`config.mk`:
```
export PLATFORM = sky130hd
export DESIGN_NAME = csr_unit
export DESIGN_NICKNAME = d
export VERILOG_FILES = /design/src/csr_pkg.sv /design/src/csr_access.sv /design/src/csr_trap.sv /design/src/csr_counter.sv /design/src/csr_read_select.sv /design/src/csr_unit.sv
export VERILOG_INCLUDE_DIRS = /design/src
export SDC_FILE = /design/constraint.sdc
export NUM_CORES = 1
export LEC_CHECK = 0
export ABC_AREA = 1
export BUFFER_PORTS_ARGS = -buffer_cell sky130_fd_sc_hd__clkbuf_2
export CORE_UTILIZATION = 39
export CTS_BUF_LIST = sky130_fd_sc_hd__clkbuf_2 sky130_fd_sc_hd__clkbuf_4 sky130_fd_sc_hd__clkbuf_8
export DETAILED_ROUTE_END_ITERATION = 10
export GPL_TIMING_DRIVEN = 0
export PLACE_DENSITY = 0.56
export SLEW_MARGIN = 10
export SYNTH_ARGS = -nofsm -noshare
export SYNTH_HDL_FRONTEND = slang
export SYNTH_SLANG_ARGS = --single-unit
```
`constraint.sdc`:
```
create_clock -name clk -period 2.2 [get_ports clk]
set_input_delay 0.22 -clock clk [delete_from_list [all_inputs] [get_ports clk]]
set_output_delay 0.22 -clock clk [all_outputs]
set_load 0.05 [all_outputs]
```
`src/csr_settings.svh`:
```
// CSR unit build constants
`ifndef CSR_SETTINGS_SVH
`define CSR_SETTINGS_SVH

////////////////////////////////////////
// Datapath widths

`define CSR_XLEN 32
`define CSR_COUNTER_W 64

// Cycle and instret
`define CSR_NUM_COUNTERS 2

////////////////////////////////////////
// Reset and identification values

// Trap vector out of reset
`define CSR_RESET_VEC 32'h0000_0100

// RV32 with I and U
`define CSR_MISA 32'h4010_0100

`define CSR_IMPL_ID 32'h0000_0001
`define CSR_HART_ID 32'h0000_0000

`endif

```
`src/csr_pkg.sv`:
```
// CSR unit shared types
`include "csr_settings.svh"

package csr_pkg;

    ////////////////////////////////////////
    // Privilege and operation encodings

    typedef enum logic [1:0] {
        USER_PRIV    = 2'b00,
        MACHINE_PRIV = 2'b11
    } privilege_t;

    // Matches funct3[1:0] of the CSR instructions
    typedef enum logic [1:0] {
        CSR_RW = 2'b01,
        CSR_RS = 2'b10,
        CSR_RC = 2'b11
    } csr_op_t;

    ////////////////////////////////////////
    // Address views

    typedef struct packed {
        logic [1:0] rw_bits;
        logic [1:0] privilege;
        logic [7:0] sub_addr;
    } csr_addr_fields_t;

    typedef union packed {
        logic [11:0]      raw;
        csr_addr_fields_t fields;
    } csr_addr_u;

    // Address map
    localparam logic [11:0] ADDR_MSTATUS   = 12'h300;
    localparam logic [11:0] ADDR_MISA      = 12'h301;
    localparam logic [11:0] ADDR_MTVEC     = 12'h305;
    localparam logic [11:0] ADDR_MSCRATCH  = 12'h340;
    localparam logic [11:0] ADDR_MEPC      = 12'h341;
    localparam logic [11:0] ADDR_MCAUSE    = 12'h342;
    localparam logic [11:0] ADDR_MTVAL     = 12'h343;
    localparam logic [11:0] ADDR_MVENDORID = 12'hF11;
    localparam logic [11:0] ADDR_MARCHID   = 12'hF12;
    localparam logic [11:0] ADDR_MIMPID    = 12'hF13;
    localparam logic [11:0] ADDR_MHARTID   = 12'hF14;

    // Counter half bases, machine and user alias
    localparam logic [11:0] ADDR_MCOUNTER_LO = 12'hB00;
    localparam logic [11:0] ADDR_MCOUNTER_HI = 12'hB80;
    localparam logic [11:0] ADDR_UCOUNTER_LO = 12'hC00;
    localparam logic [11:0] ADDR_UCOUNTER_HI = 12'hC80;

    // Slot 1 is time, which this unit lacks, so counters sit two apart
    function automatic logic [11:0] counter_addr(logic [11:0] base, int idx);
        return base + 12'(2 * idx);
    endfunction

    ////////////////////////////////////////
    // Request and response

    typedef struct packed {
        csr_addr_u            addr;
        csr_op_t              op;
        logic [`CSR_XLEN-1:0] wdata;
    } csr_req_t;

    typedef struct packed {
        logic [`CSR_XLEN-1:0] rdata;
        logic                 illegal;
    } csr_rsp_t;

    typedef struct packed {
        logic [`CSR_XLEN-1:0] pc;
        logic [3:0]           code;
        logic [`CSR_XLEN-1:0] tval;
    } trap_req_t;

    ////////////////////////////////////////
    // Trap register state

    typedef struct packed {
        logic [18:0] zero_31_13;
        logic [1:0]  mpp;
        logic [2:0]  zero_10_8;
        logic        mpie;
        logic [2:0]  zero_6_4;
        logic        mie;
        logic [2:0]  zero_2_0;
    } mstatus_t;

    typedef struct packed {
        mstatus_t             mstatus;
        logic [`CSR_XLEN-1:0] mtvec;
        logic [`CSR_XLEN-1:0] mepc;
        logic [`CSR_XLEN-1:0] mcause;
        logic [`CSR_XLEN-1:0] mtval;
        logic [`CSR_XLEN-1:0] mscratch;
        privilege_t           priv;
    } trap_state_t;

    ////////////////////////////////////////
    // Write strobes

    typedef enum logic [3:0] {
        SEL_NONE,
        SEL_MSTATUS,
        SEL_MTVEC,
        SEL_MEPC,
        SEL_MCAUSE,
        SEL_MTVAL,
        SEL_MSCRATCH
    } csr_sel_t;

    typedef struct packed {
        csr_sel_t             sel;
        logic [`CSR_XLEN-1:0] value;
    } csr_wr_t;

    typedef struct packed {
        logic                 inc;
        logic                 wr_lo;
        logic                 wr_hi;
        logic [`CSR_XLEN-1:0] value;
    } counter_ctl_t;

endpackage

```
`src/csr_access.sv`:
```
// CSR access decoder
`timescale 1ns/100ps
`include "csr_settings.svh"

module csr_access (
    input  logic                                          req_valid,
    input  csr_pkg::csr_req_t                             req,
    input  csr_pkg::privilege_t                           priv,
    input  logic [`CSR_XLEN-1:0]                          old_value,
    input  logic                                          addr_known,
    input  logic                                          inst_retired,
    output csr_pkg::csr_wr_t                              wr,
    output csr_pkg::counter_ctl_t [`CSR_NUM_COUNTERS-1:0] counter_ctl,
    output logic                                          illegal
);

    logic                 priv_fail;
    logic                 read_only;
    logic                 do_write;
    logic [`CSR_XLEN-1:0] new_value;

    ////////////////////////////////////////
    // Access checks

    // Address privilege above current mode
    assign priv_fail = req.addr.fields.privilege > priv;
    assign read_only = req.addr.fields.rw_bits == 2'b11;

    assign illegal  = req_valid && (!addr_known || priv_fail);
    // Read-only targets stay legal, the write is just dropped
    assign do_write = req_valid && !illegal && !read_only;

    ////////////////////////////////////////
    // New value

    always_comb begin
        case (req.op)
            csr_pkg::CSR_RS: new_value = old_value | req.wdata;
            csr_pkg::CSR_RC: new_value = old_value & ~req.wdata;
            default:         new_value = req.wdata;
        endcase
    end

    ////////////////////////////////////////
    // Trap register strobes

    always_comb begin
        wr.value = new_value;
        wr.sel   = csr_pkg::SEL_NONE;
        if (do_write) begin
            case (req.addr.raw)
                csr_pkg::ADDR_MSTATUS:  wr.sel = csr_pkg::SEL_MSTATUS;
                csr_pkg::ADDR_MTVEC:    wr.sel = csr_pkg::SEL_MTVEC;
                csr_pkg::ADDR_MEPC:     wr.sel = csr_pkg::SEL_MEPC;
                csr_pkg::ADDR_MCAUSE:   wr.sel = csr_pkg::SEL_MCAUSE;
                csr_pkg::ADDR_MTVAL:    wr.sel = csr_pkg::SEL_MTVAL;
                csr_pkg::ADDR_MSCRATCH: wr.sel = csr_pkg::SEL_MSCRATCH;
                // misa is mapped but fixed
                default:                wr.sel = csr_pkg::SEL_NONE;
            endcase
        end
    end

    ////////////////////////////////////////
    // Counter strobes

    always_comb begin
        for (int i = 0; i < `CSR_NUM_COUNTERS; i++) begin
            // Counter 0 counts cycles, the rest count retired instructions
            counter_ctl[i].inc   = (i == 0) ? 1'b1 : inst_retired;
            counter_ctl[i].wr_lo = do_write &&
                req.addr.raw == csr_pkg::counter_addr(csr_pkg::ADDR_MCOUNTER_LO, i);
            counter_ctl[i].wr_hi = do_write &&
                req.addr.raw == csr_pkg::counter_addr(csr_pkg::ADDR_MCOUNTER_HI, i);
            counter_ctl[i].value = new_value;
        end
    end

endmodule

```
`src/csr_trap.sv`:
```
// Machine trap registers
`timescale 1ns/100ps
`include "csr_settings.svh"

module csr_trap (
    input  logic                   clk,
    input  logic                   rst,
    input  csr_pkg::csr_wr_t       wr,
    input  logic                   trap_valid,
    input  csr_pkg::trap_req_t     trap,
    input  logic                   mret,
    output csr_pkg::trap_state_t   state
);

    localparam csr_pkg::trap_state_t RESET_STATE = '{
        mstatus: '{mpp: 2'b11, default: '0},
        mtvec:   `CSR_RESET_VEC,
        priv:    csr_pkg::MACHINE_PRIV,
        default: '0
    };

    csr_pkg::trap_state_t state_q;
    csr_pkg::trap_state_t state_d;
    csr_pkg::mstatus_t    wr_status;

    // Software view of the written word
    assign wr_status = csr_pkg::mstatus_t'(wr.value);

    ////////////////////////////////////////
    // Next state

    always_comb begin
        state_d = state_q;
        if (trap_valid) begin
            state_d.priv         = csr_pkg::MACHINE_PRIV;
            state_d.mstatus.mpp  = state_q.priv;
            state_d.mstatus.mpie = state_q.mstatus.mie;
            state_d.mstatus.mie  = 1'b0;
            state_d.mepc         = {trap.pc[`CSR_XLEN-1:2], 2'b00};
            state_d.mcause       = {{(`CSR_XLEN-4){1'b0}}, trap.code};
            state_d.mtval        = trap.tval;
        end else if (mret) begin
            // mpp only ever holds 00 or 11
            state_d.priv         = csr_pkg::privilege_t'(state_q.mstatus.mpp);
            state_d.mstatus.mie  = state_q.mstatus.mpie;
            state_d.mstatus.mpie = 1'b1;
            state_d.mstatus.mpp  = csr_pkg::USER_PRIV;
        end else begin
            case (wr.sel)
                csr_pkg::SEL_MSTATUS: begin
                    state_d.mstatus.mie  = wr_status.mie;
                    state_d.mstatus.mpie = wr_status.mpie;
                    // No supervisor, so the upper bit picks user or machine
                    state_d.mstatus.mpp  = {2{wr_status.mpp[1]}};
                end
                csr_pkg::SEL_MTVEC: begin
                    state_d.mtvec = {wr.value[`CSR_XLEN-1:2], 2'b00};
                end
                csr_pkg::SEL_MEPC: begin
                    state_d.mepc = {wr.value[`CSR_XLEN-1:2], 2'b00};
                end
                csr_pkg::SEL_MCAUSE: begin
                    // Interrupt flag and exception code only
                    state_d.mcause = wr.value & 32'h8000_000F;
                end
                csr_pkg::SEL_MTVAL: begin
                    state_d.mtval = wr.value;
                end
                csr_pkg::SEL_MSCRATCH: begin
                    state_d.mscratch = wr.value;
                end
                default: begin
                    state_d = state_q;
                end
            endcase
        end
    end

    ////////////////////////////////////////
    // State register

    always_ff @(posedge clk) begin
        if (rst) begin
            state_q <= RESET_STATE;
        end else begin
            state_q <= state_d;
        end
    end

    assign state = state_q;

endmodule

```
`src/csr_counter.sv`:
```
// 64-bit event counter
`timescale 1ns/100ps
`include "csr_settings.svh"

module csr_counter (
    input  logic                       clk,
    input  logic                       rst,
    input  csr_pkg::counter_ctl_t      ctl,
    output logic [`CSR_COUNTER_W-1:0]  count
);

    logic [`CSR_COUNTER_W-1:0] count_q;

    ////////////////////////////////////////
    // Count and half-word writes

    // A software write wins over the increment for that cycle
    always_ff @(posedge clk) begin
        if (rst) begin
            count_q <= '0;
        end else if (ctl.wr_lo) begin
            count_q[`CSR_XLEN-1:0] <= ctl.value;
        end else if (ctl.wr_hi) begin
            count_q[`CSR_COUNTER_W-1:`CSR_XLEN] <= ctl.value;
        end else if (ctl.inc) begin
            count_q <= count_q + `CSR_COUNTER_W'(1);
        end
    end

    assign count = count_q;

endmodule

```
`src/csr_read_select.sv`:
```
// CSR read mux and response register
`timescale 1ns/100ps
`include "csr_settings.svh"

module csr_read_select (
    input  logic                                              clk,
    input  logic                                              rst,
    input  logic                                              req_valid,
    input  csr_pkg::csr_req_t                                 req,
    input  csr_pkg::trap_state_t                              state,
    input  logic [`CSR_NUM_COUNTERS-1:0][`CSR_COUNTER_W-1:0]  counts,
    input  logic                                              illegal,
    output logic [`CSR_XLEN-1:0]                              old_value,
    output logic                                              addr_known,
    output logic                                              rsp_valid,
    output csr_pkg::csr_rsp_t                                 rsp
);

    ////////////////////////////////////////
    // Address map

    always_comb begin
        old_value  = '0;
        addr_known = 1'b1;
        case (req.addr.raw)
            // Identification
            csr_pkg::ADDR_MISA:      old_value = `CSR_MISA;
            csr_pkg::ADDR_MVENDORID: old_value = '0;
            csr_pkg::ADDR_MARCHID:   old_value = '0;
            csr_pkg::ADDR_MIMPID:    old_value = `CSR_IMPL_ID;
            csr_pkg::ADDR_MHARTID:   old_value = `CSR_HART_ID;
            // Trap setup and handling
            csr_pkg::ADDR_MSTATUS:   old_value = state.mstatus;
            csr_pkg::ADDR_MTVEC:     old_value = state.mtvec;
            csr_pkg::ADDR_MSCRATCH:  old_value = state.mscratch;
            csr_pkg::ADDR_MEPC:      old_value = state.mepc;
            csr_pkg::ADDR_MCAUSE:    old_value = state.mcause;
            csr_pkg::ADDR_MTVAL:     old_value = state.mtval;
            default: begin
                addr_known = 1'b0;
                // Counter halves and their user aliases
                for (int i = 0; i < `CSR_NUM_COUNTERS; i++) begin
                    if (req.addr.raw == csr_pkg::counter_addr(csr_pkg::ADDR_MCOUNTER_LO, i) ||
                        req.addr.raw == csr_pkg::counter_addr(csr_pkg::ADDR_UCOUNTER_LO, i)) begin
                        old_value  = counts[i][`CSR_XLEN-1:0];
                        addr_known = 1'b1;
                    end
                    if (req.addr.raw == csr_pkg::counter_addr(csr_pkg::ADDR_MCOUNTER_HI, i) ||
                        req.addr.raw == csr_pkg::counter_addr(csr_pkg::ADDR_UCOUNTER_HI, i)) begin
                        old_value  = counts[i][`CSR_COUNTER_W-1:`CSR_XLEN];
                        addr_known = 1'b1;
                    end
                end
            end
        endcase
    end

    ////////////////////////////////////////
    // Registered response

    always_ff @(posedge clk) begin
        if (rst) begin
            rsp_valid <= 1'b0;
            rsp       <= '0;
        end else begin
            rsp_valid   <= req_valid;
            // Rejected accesses return zero
            rsp.rdata   <= illegal ? '0 : old_value;
            rsp.illegal <= illegal;
        end
    end

endmodule

```
`src/csr_unit.sv`:
```
// Machine-mode CSR unit
`timescale 1ns/100ps
`include "csr_settings.svh"

module csr_unit (
    input  logic                   clk,
    input  logic                   rst,
    input  logic                   req_valid,
    input  csr_pkg::csr_req_t      req,
    output logic                   rsp_valid,
    output csr_pkg::csr_rsp_t      rsp,
    input  logic                   trap_valid,
    input  csr_pkg::trap_req_t     trap,
    input  logic                   mret,
    input  logic                   inst_retired,
    output csr_pkg::privilege_t    priv,
    output logic [`CSR_XLEN-1:0]   trap_vector,
    output logic [`CSR_XLEN-1:0]   epc
);

    csr_pkg::trap_state_t                              state;
    csr_pkg::csr_wr_t                                  wr;
    csr_pkg::counter_ctl_t [`CSR_NUM_COUNTERS-1:0]     counter_ctl;
    logic [`CSR_NUM_COUNTERS-1:0][`CSR_COUNTER_W-1:0]  counts;
    logic [`CSR_XLEN-1:0]                              old_value;
    logic                                              addr_known;
    logic                                              illegal;

    csr_access csr_access_i (
        .req_valid    (req_valid),
        .req          (req),
        .priv         (state.priv),
        .old_value    (old_value),
        .addr_known   (addr_known),
        .inst_retired (inst_retired),
        .wr           (wr),
        .counter_ctl  (counter_ctl),
        .illegal      (illegal)
    );

    csr_trap csr_trap_i (
        .clk        (clk),
        .rst        (rst),
        .wr         (wr),
        .trap_valid (trap_valid),
        .trap       (trap),
        .mret       (mret),
        .state      (state)
    );

    ////////////////////////////////////////
    // Cycle and instret counters

    for (genvar i = 0; i < `CSR_NUM_COUNTERS; i++) begin : gen_counter
        csr_counter csr_counter_i (
            .clk   (clk),
            .rst   (rst),
            .ctl   (counter_ctl[i]),
            .count (counts[i])
        );
    end

    csr_read_select csr_read_select_i (
        .clk        (clk),
        .rst        (rst),
        .req_valid  (req_valid),
        .req        (req),
        .state      (state),
        .counts     (counts),
        .illegal    (illegal),
        .old_value  (old_value),
        .addr_known (addr_known),
        .rsp_valid  (rsp_valid),
        .rsp        (rsp)
    );

    assign priv        = state.priv;
    assign trap_vector = state.mtvec;
    assign epc         = state.mepc;

endmodule

```
### Word level (Yosys, flattened, before mapping)

Cells that the tools add are included.

* register bits after elaboration: 297
* input port bits: 120

* add/sub/neg operators: 2
* $lt $le $gt $ge: 1
* equal/unequal tests: 31
* mux-type cells: 34
* bitwise gates (word level): 6
* reduce and logical (&&, ||, !) cells: 34

Operator list (number)
* $mux W32: 14
* $pmux W32 S9: 1
* $eq A12 B12 Y1 const B: 12
* $add A64 B1 Y64 const B: 2
* $mux W128: 1
* $mux W96: 1
* $eq A12 B10 Y1 const B: 7
* $mux W64: 1
* $pmux W32 S2: 1
* $and A32 B32 Y32: 1
* $not A32 Y32: 1
* $or A32 B32 Y32: 1
* $pmux W3 S6: 1
* $eq A4 B3 Y1 const B: 3
* $reduce_and A2 Y1: 6
* $reduce_bool A2 Y1: 6
* $reduce_or A11 Y1: 1
* $mux W1: 10
* $eq A4 B2 Y1 const B: 2
* $logic_and A1 B1 Y1: 7
* $eq A2 B2 Y1 const B: 3
* $mux W2: 3
* $reduce_and A3 Y1: 2
* $logic_or A1 B1 Y1: 5
* other kinds (10): 16

### Longest topological paths before layout

Gate-level depths: netlist of run 1.

* word-level depth: 18
* depth in mapped cells: 17
* depth with buffers taken out: 16

### By module

Synthesis of run 1 repeated with hierarchy kept, for this count alone.

* cells, all modules: 3742
* area total of the unflattened synthesis: 21664.5 µm²

Modules (own cells, without submodules)
* csr_counter: instances 2, cells an instance 845, area an instance 4784.6 µm², seq. area each 1281.2 µm²
* csr_trap: instances 1, cells an instance 1016, area an instance 6646.4 µm², seq. area each 2702.6 µm²
* csr_read_select: instances 1, cells an instance 824, area an instance 4229.1 µm², seq. area each 680.7 µm²
* csr_access: instances 1, cells an instance 212, area an instance 1219.9 µm², seq. area each 0.0 µm²

### Worst setup path before layout of run 1

No wires, ideal clock.

* path kind: reg-to-reg
* start point: reg csr_trap_i.state_q (netlist bit csr_trap_i.state[1])
* end point: reg csr_trap_i.state_q (netlist bit csr_trap_i.state[8])
* library setup time: 146 ps
* arrival: 2187 ps
* required time: 2054 ps
* setup slack: -133 ps
* stages on the path, launching flop included: 11
* buffers on the path: 2
* clock period less this slack: 2333 ps
* cell sequence: dfxtp_1 inv_1 ha_1 inv_1 nor2_1 o21ai_0 nand3_2 nor3_1 buf_2 buf_2 a211oi_1

* longest elaborated chain between the ends: 9

Ends and longest elaborated chain
* start, declared: line csr_trap.sv:22 `csr_pkg::trap_state_t state_q;`
* start signal, assigned: line csr_trap.sv:86 `state_q <= state_d;`
* $gt A2 B2 Y1: line csr_access.sv:26 `assign priv_fail = req.addr.fields.privilege > priv;`
* $logic_or A1 B1 Y1: line csr_access.sv:29 `assign illegal = req_valid && (!addr_known || priv_fail);`
* $logic_and A1 B1 Y1: line csr_access.sv:29
* $logic_not A1 Y1: line csr_access.sv:31 `assign do_write = req_valid && !illegal && !read_only;`
* $logic_and A1 B1 Y1 (2 in a row): line csr_access.sv:31
* $mux W4: line csr_access.sv:50 `if (do_write) begin`
* $eq A4 B3 Y1: line csr_trap.sv:49 `case (wr.sel)`
* $reduce_and A3 Y1 (no source line)

Every way passes these cells.
A chain may end at the register's enable or synchronous reset.

### Worst setup path in the final report of run 1

* start point: reg gen_counter[1].csr_counter_i.count_q[41]
* end point: reg gen_counter[1].csr_counter_i.count_q[54]

* longest elaborated chain between the ends: 3

Ends and longest elaborated chain
* start, declared: line csr_counter.sv:12 `` logic [`CSR_COUNTER_W-1:0] count_q; ``
* start signal, assigned by index: line csr_counter.sv:22 `` count_q[`CSR_XLEN-1:0] <= ctl.value; ``
* start signal, assigned by index: line csr_counter.sv:24 `` count_q[`CSR_COUNTER_W-1:`CSR_XLEN] <= ctl.value; ``
* start signal, assigned: line csr_counter.sv:26 `` count_q <= count_q + `CSR_COUNTER_W'(1); ``
* $add A64 B1 Y64: line csr_counter.sv:26
* $mux W64: line csr_counter.sv:25 `end else if (ctl.inc) begin`
* $mux W32: line csr_counter.sv:23 `end else if (ctl.wr_hi) begin`

Every way passes these cells. The select of a mux whose other input is x is not followed.

==> results of run 1 <==
-- per-layer routing --
| metal | global-route usage, % | part of all wire (%) | vias up |
|---|---|---|---|
| met5 | 0 | 0.082 | - |
| met4 | 26.7 | 7.7 | 12 |
| met3 | 10.6 | 11 | 413 |
| met2 | 64.1 | 42 | 1556 |
| met1 | 54.2 | 40 | 12049 |
| li1 | - | - | 11844 |
-- power groups by stage --
stage          logic [uW]  clock network, uW  registers, uW
6_report             1870               6730           5600
4_1_cts              1680               6720           5590
2_1_floorplan         798                  0           5660
3_3_place_gp         1470                  0           5710
3_5_place_dp         1470                  0           5710
5_1_grt              1930               6970           5600
-- sequential cells by signal (all words and copies together) (netlist names) --
signal	count
csr_read_select_i.rsp	33
csr_trap_i.state	135
csr_read_select_i.rsp_valid	1
gen_counter.csr_counter_i.count	128
-- cells in the mapped netlist, drive strengths merged, types with 3 or more instances --
| master | instances | area [sq um] |
|---|---|---|
| inv | 256 | 961 |
| ha | 4 | 50.1 |
| nor3 | 76 | 380 |
| o211ai | 12 | 90.1 |
| xnor2 | 24 | 210 |
| nand4 | 44 | 282 |
| o21ai | 157 | 786 |
| xor2 | 91 | 797 |
| dfxtp | 297 | 5950 |
| a211oi | 14 | 145 |
| clkinv | 3 | 11.3 |
| nor4 | 9 | 56.3 |
| clkbuf | 102 | 383 |
| nand3b | 3 | 22.5 |
| a311oi | 5 | 43.8 |
| a21oi | 216 | 1080 |
| buf | 119 | 761 |
| nor2 | 507 | 1960 |
| nand2 | 1167 | 4400 |
| nor3b | 3 | 22.5 |
| nand3 | 315 | 1600 |
| o31ai | 4 | 30.0 |
| a31oi | 9 | 56.3 |
-- worst max-delay path, delay by kind of cell (launching register included) --
kind	cells	cell delay (ns)
flops	1	0.38
simple gates	5	1.16
buf+inv	2	0.27
compound gates	1	0.17
xor+xnor	1	0.24
-- per-stage QoR --
step                      utilization (%)  std cells  area, sq um  hold WS (ns)  TNS, ns
final                                52.5       4584        26600        0.0683   -0.130
after detailed placement             43.7       4339        22100         0.454  -313.95
after global routing                 52.5       4580        26600        0.0817   -0.826
after floorplan                         -       3453        20200         0.342        0
after global placement               43.6       4336        22100         0.447  -328.82
after CTS                            50.2       4544        25400       0.00837   -0.126
-- repair_timing --
action	CTS	global route
hold endpoints to repair	70	0
hold buffers	69	0
gates resized for setup	268	300
pin swaps	20	36
setup buffers	29	30
setup endpoints to repair	293	281
cloned	3	5
-- worst max path at each step --
stage	endpoint	slack [ns]	depth (start not counted)
6_report	gen_counter[1].csr_counter_i.count[54]	-0.08	9
5_1_grt	gen_counter[1].csr_counter_i.count[54]	-0.10	9
4_1_cts	gen_counter[0].csr_counter_i.count[29]	-0.05	12
3_5_place_dp	csr_trap_i.state[54]	-1.62	17
3_3_place_gp	csr_trap_i.state[125]	-1.79	14
2_1_floorplan	gen_counter[0].csr_counter_i.count[26]	0.03	12
-- layout make-up --
class,count,area share [%]
inverters,259,3.70
multi-input cells,2676,50.4
well taps,672,3.17
repair buffers,349,9.24
clock buffers,85,4.19
flip-flops and latches,297,22.7
clock inverters,22,0.951
diodes,7,0.0659
plain buffers,217,5.61
-- kinds of logic (layout without fill, tap and decap cells) --
group	Yosys count	in the layout	synth area share [%]
adders and majority gates	4	4	0.248
other	1	11	0.0186
and+or+nand+nor	2128	2128	43.4
DFF	297	297	29.5
buffers and inverters	480	932	10.5
xor gates and xnor gates	115	115	5.00
AOI/OAI and AO/OA	425	425	11.4
==> impl_metrics.tcl, run 1 <==
set metrics [dict create \
    cts_buffers 58 \
    hold_start "inst_retired" \
    seqPwrFrac_pct 39.4 \
    multi_input_area_sq_mm 0.0134 \
    mostFrequentLayoutCells "nand2_1 (1098), nor2_1 (438), nand3_1 (303)" \
    synth_seq_cells 297 \
    period_share_pct 103 \
    initial_core_util_pct 39.9 \
    wl_um 116000 \
    hold_path_end "gen_counter[1].csr_counter_i.count[1]" \
    p_int_uw 9910 \
    yosysSeqAreaShare_pct 29.5 \
    syn_area_sq_mm 0.0202 \
    die_w_um 229 \
    htreeDepth 2 \
    violations "negative setup slack" \
    p_sw_uw 4280 \
    grt_pass1_vias 23762 \
    finalSetupViolCount 4 \
    pin_count 220 \
    syn_avg_cell_area_sq_um 5.84 \
    r2r-end "gen_counter[1].csr_counter_i.count[54]" \
    reg2reg_slack_ns -0.08 \
    ant_nets 0 \
    grt_max_degree 16 \
    grt_overflow 0 \
    fin_crit_ns 2.28 \
    routabilityCongestion 1.05 \
    status "complete, but fails checks" \
    drtPass1Iterations 6 \
    drt_iter0_markers 3123 \
    p_clk_share_pct 47.4 \
    grt_pass1_wl_um 162000 \
    cts_sinks 297 \
    crit_required_ns 2.87 \
    worstPathMaxFanout 7 \
    port_buffers 211 \
    root_buffer "clkbuf_8" \
    clk_path_buf_depth 3 \
    area_delta_synth_final_pct 31.8 \
    setup.worst_path.class "flip-flop to flip-flop" \
    cts_tree "done" \
    peakVddDrop_uv 591 \
    power_frac_comb_pct 13.2 \
    grt_usage_pct 42.6 \
    async_reset_ff_share_pct 0 \
    maxSlewHeadroom_pct 15.6 \
    synthFlopType "dfxtp_1" \
    switching_share_pct 30.2 \
    drive_gt1_share_pct 21.8 \
    maxSlewViolCount 0 \
    core-area_sq_mm 0.0506 \
    place_ws_ns -1.62 \
    via_count 25874 \
    p_per_area_mw_per_mm2 534 \
    clk_pin_slew_ns 0.07 \
    nets 3982 \
    die_h_um 229 \
    hold_viol 0 \
    avgRoutedWirePerCell_um 25.3 \
    place_hpwl_um 88800 \
    yosys.cell_types.count 42 \
    critPathLaunchType "flip-flop" \
    fmax_mhz 439 \
    die_area_sq_mm 0.0526 \
    tightest_slew_ns 1.27 \
    routed_via_density 5.64 \
    clk_latency_ns 0.73 \
    fin_ws_ns -0.0764 \
    p_leak_uw 0.0113 \
    holdCritPathClass "input port to flip-flop" \
    synth-edff-count 0 \
    num-fill-cells 5457 \
    remaining_drc_errors 0 \
    maxCapViolCount 0 \
    placementRows 82 \
    rsz0062_at_grt "true" \
    crit_path_start "gen_counter[1].csr_counter_i.count[41]" \
    yosysWarnings 0 \
    worst_r2r_path_depth 9 \
    final_common_cell "nand2_1" \
    slowest_stage "dfxtp_1" \
    regArea_sq_mm 0.00603 \
    r2r_start "gen_counter[1].csr_counter_i.count[41]" \
    worst_ep_arrival_time_ns 2.94 \
    skew_ns 0.0538 \
    totalPowerFinal_uw 14200 \
    end_kind "flip-flop" \
    antenna_found_initial 8 \
    slowest_delay_ns 0.38 \
    min_path_cells 5 \
    path_cells "inv_1 > nor3_2 > inv_1 > nor3_1 > nand4_1 > xor2_1 > o21ai_0 > nor2_1 > nor2_1" \
    synth_cells 3450 \
]
(Power assumes the default switching activity.)
==> run 2, diff against run 1 <==
CORE_MARGIN = 2   (was not set)
SETUP_SLACK_MARGIN = 0.3   (was not set)
==> run 2 against run 1 <==
  * Utilization is 3.5 points higher
  * Power is 4.2% lower
  * Sequential power hardly changed
  * Highest routed layer unchanged
  * Global-route usage hardly changed
  * Largest cell class unchanged
  * The run still ends with negative setup slack left
  * Via count is 2.3% higher
==> impl_metrics.tcl, run 2 (synthesized netlist as in run 1, its figures left out) <==
set metrics [dict create \
    placementRows 83 \
    maxSlewHeadroom_pct 21.9 \
    end_kind "flip-flop" \
    fin_area_sq_mm 0.0287 \
    drtPass1Iterations 8 \
    grt_pass1_vias 24170 \
    drive_gt1_share_pct 27.4 \
    grt_overflow 0 \
    clk_pin_slew_ns 0.06 \
    remaining_drc_errors 0 \
    cts_buffers 56 \
    status "complete, but fails checks" \
    period_share_pct 102 \
    port_buffers 211 \
    die_h_um 231 \
    maxCapViolCount 0 \
    regArea_sq_mm 0.00601 \
    peakVddDrop_uv 411 \
    fin_ws_ns -0.0354 \
    crit_required_ns 2.74 \
    clk_latency_ns 0.72 \
    core-area_sq_mm 0.0512 \
    hold_viol 0 \
    fin_crit_ns 2.24 \
    critPathLaunchType "flip-flop" \
    cts_tree "done" \
    final_common_cell "nand2_1" \
    worst_ep_arrival_time_ns 2.78 \
    avgRoutedWirePerCell_um 25.5 \
    via_count 26482 \
    fmax_mhz 447 \
    mostFrequentLayoutCells "nand2_1 (1035), nor2_1 (407), nand3_1 (268)" \
    finalSetupViolCount 34 \
    grt_pass1_wl_um 164000 \
    maxSlewViolCount 0 \
    grt_usage_pct 42.6 \
    top_usage_layer "met2" \
    placed_area_sq_mm 0.0227 \
    grt_max_degree 17 \
    dp_cells 4346 \
    initial_core_util_pct 39.4 \
    min_path_cells 5 \
    die_w_um 231 \
    worstPathMaxFanout 6 \
    htreeDepth 2 \
    rsz0062_at_grt "true" \
    p_per_area_mw_per_mm2 474 \
    met2_usage_pct 63.8 \
    tightest_slew_ns 1.17 \
    routed_via_density 5.71 \
    die_area_sq_mm 0.0535 \
    largest_reg_flops 135 \
    wl_um 118000 \
    root_buffer "clkbuf_8" \
    p_leak_uw 0.0122 \
    holdCritPathClass "input port to flip-flop" \
    totalPowerFinal_uw 13600 \
    antenna_found_initial 6 \
    area_delta_synth_final_pct 42.3 \
    routabilityCongestion 1.05 \
    drt_iter0_markers 3439 \
    clk_path_buf_depth 3 \
    place_hpwl_um 88100 \
    multi_input_area_sq_mm 0.0144 \
    worst_r2r_path_depth 16 \
    ant_nets 0 \
    num-fill-cells 5307 \
    finalNonFillerCells 4638 \
    skew_ns 0.0375 \
    nets 4041 \
    final_util_pct 56.0 \
    pin_count 220 \
    setup.worst_path.class "flip-flop to flip-flop" \
    violations "negative setup slack" \
    tns_ns -0.509 \
    grtUsageMet3_pct 9.81 \
    grt_use_met1_pct 53.8 \
    cts_sinks 297 \
]
[run 2: repair_timing]
action	4_1_cts	5_1_grt
cloned	21	3
hold buffers	71	0
resized for setup	460	278
pin swaps	89	76
endpoints found under the setup margin	294	278
setup buffers	71	27
endpoints found under the hold margin	74	0
[run 2: metrics by stage]
stage | hold WS [ns] | worst slack, ns
after global placement | 0.447 | -1.73
final | 0.0850 | -0.0354
after detailed placement | 0.446 | -1.51
after global routing | 0.0964 | -0.0941
after floorplan | 0.342 | 0.132
after CTS | 0.0661 | -0.0287
[run 2: metal layers]
metal / vias to the layer above / part of all wire [%]
met2: 1783 / 42
met1: 12287 / 38
li1: 11971 / -
met4: 8 / 8.0
met5: - / 0.061
met3: 433 / 12
[run 2: worst paths after layout]
kind	slack (ns)	to	start
min reg2reg	0.46	gen_counter[1].csr_counter_i.count[35]	gen_counter[1].csr_counter_i.count[35]
max	-0.04	gen_counter[1].csr_counter_i.count[12]	csr_trap_i.state[1]
max reg2reg	-0.04	gen_counter[1].csr_counter_i.count[12]	csr_trap_i.state[1]
min	0.08	csr_trap_i.state[132]	req[2]
[run 2: power breakdown]
| part | switching [uW] | total, uW | leakage (uW) | internal (uW) |
|---|---|---|---|---|
| sequential | 116 | 5600 | 0.00243 | 5480 |
| combinational | 1400 | 2090 | 0.00920 | 693 |
| clock | 2710 | 5910 | 0.000609 | 3190 |
| total | 4230 | 13600 | 0.0122 | 9370 |
[run 2: critical path, cell delays in order (launching register included)]
cell and delay [ns]:
dfxtp_2 0.34, inv_2 0.05, ha_4 0.23, inv_2 0.05, nor2_2 0.03, o21ai_2 0.15, buf_4 0.15, nand3_4 0.11
nor2_4 0.14, nand2_4 0.09, buf_6 0.15, nand2_8 0.10, nand2_8 0.11, buf_12 0.15, buf_16 0.14, nand2_4 0.05
a21oi_2 0.04
[run 2: area by class of cell]
class,count,area share [%]
flip-flops and latches,297,20.9
multi-input cells,2677,50.1
plain buffers,221,6.83
well taps,680,2.97
diodes,5,0.0436
clock inverters,14,0.523
clock buffers,80,3.53
inverters,259,3.45
repair buffers,405,11.7
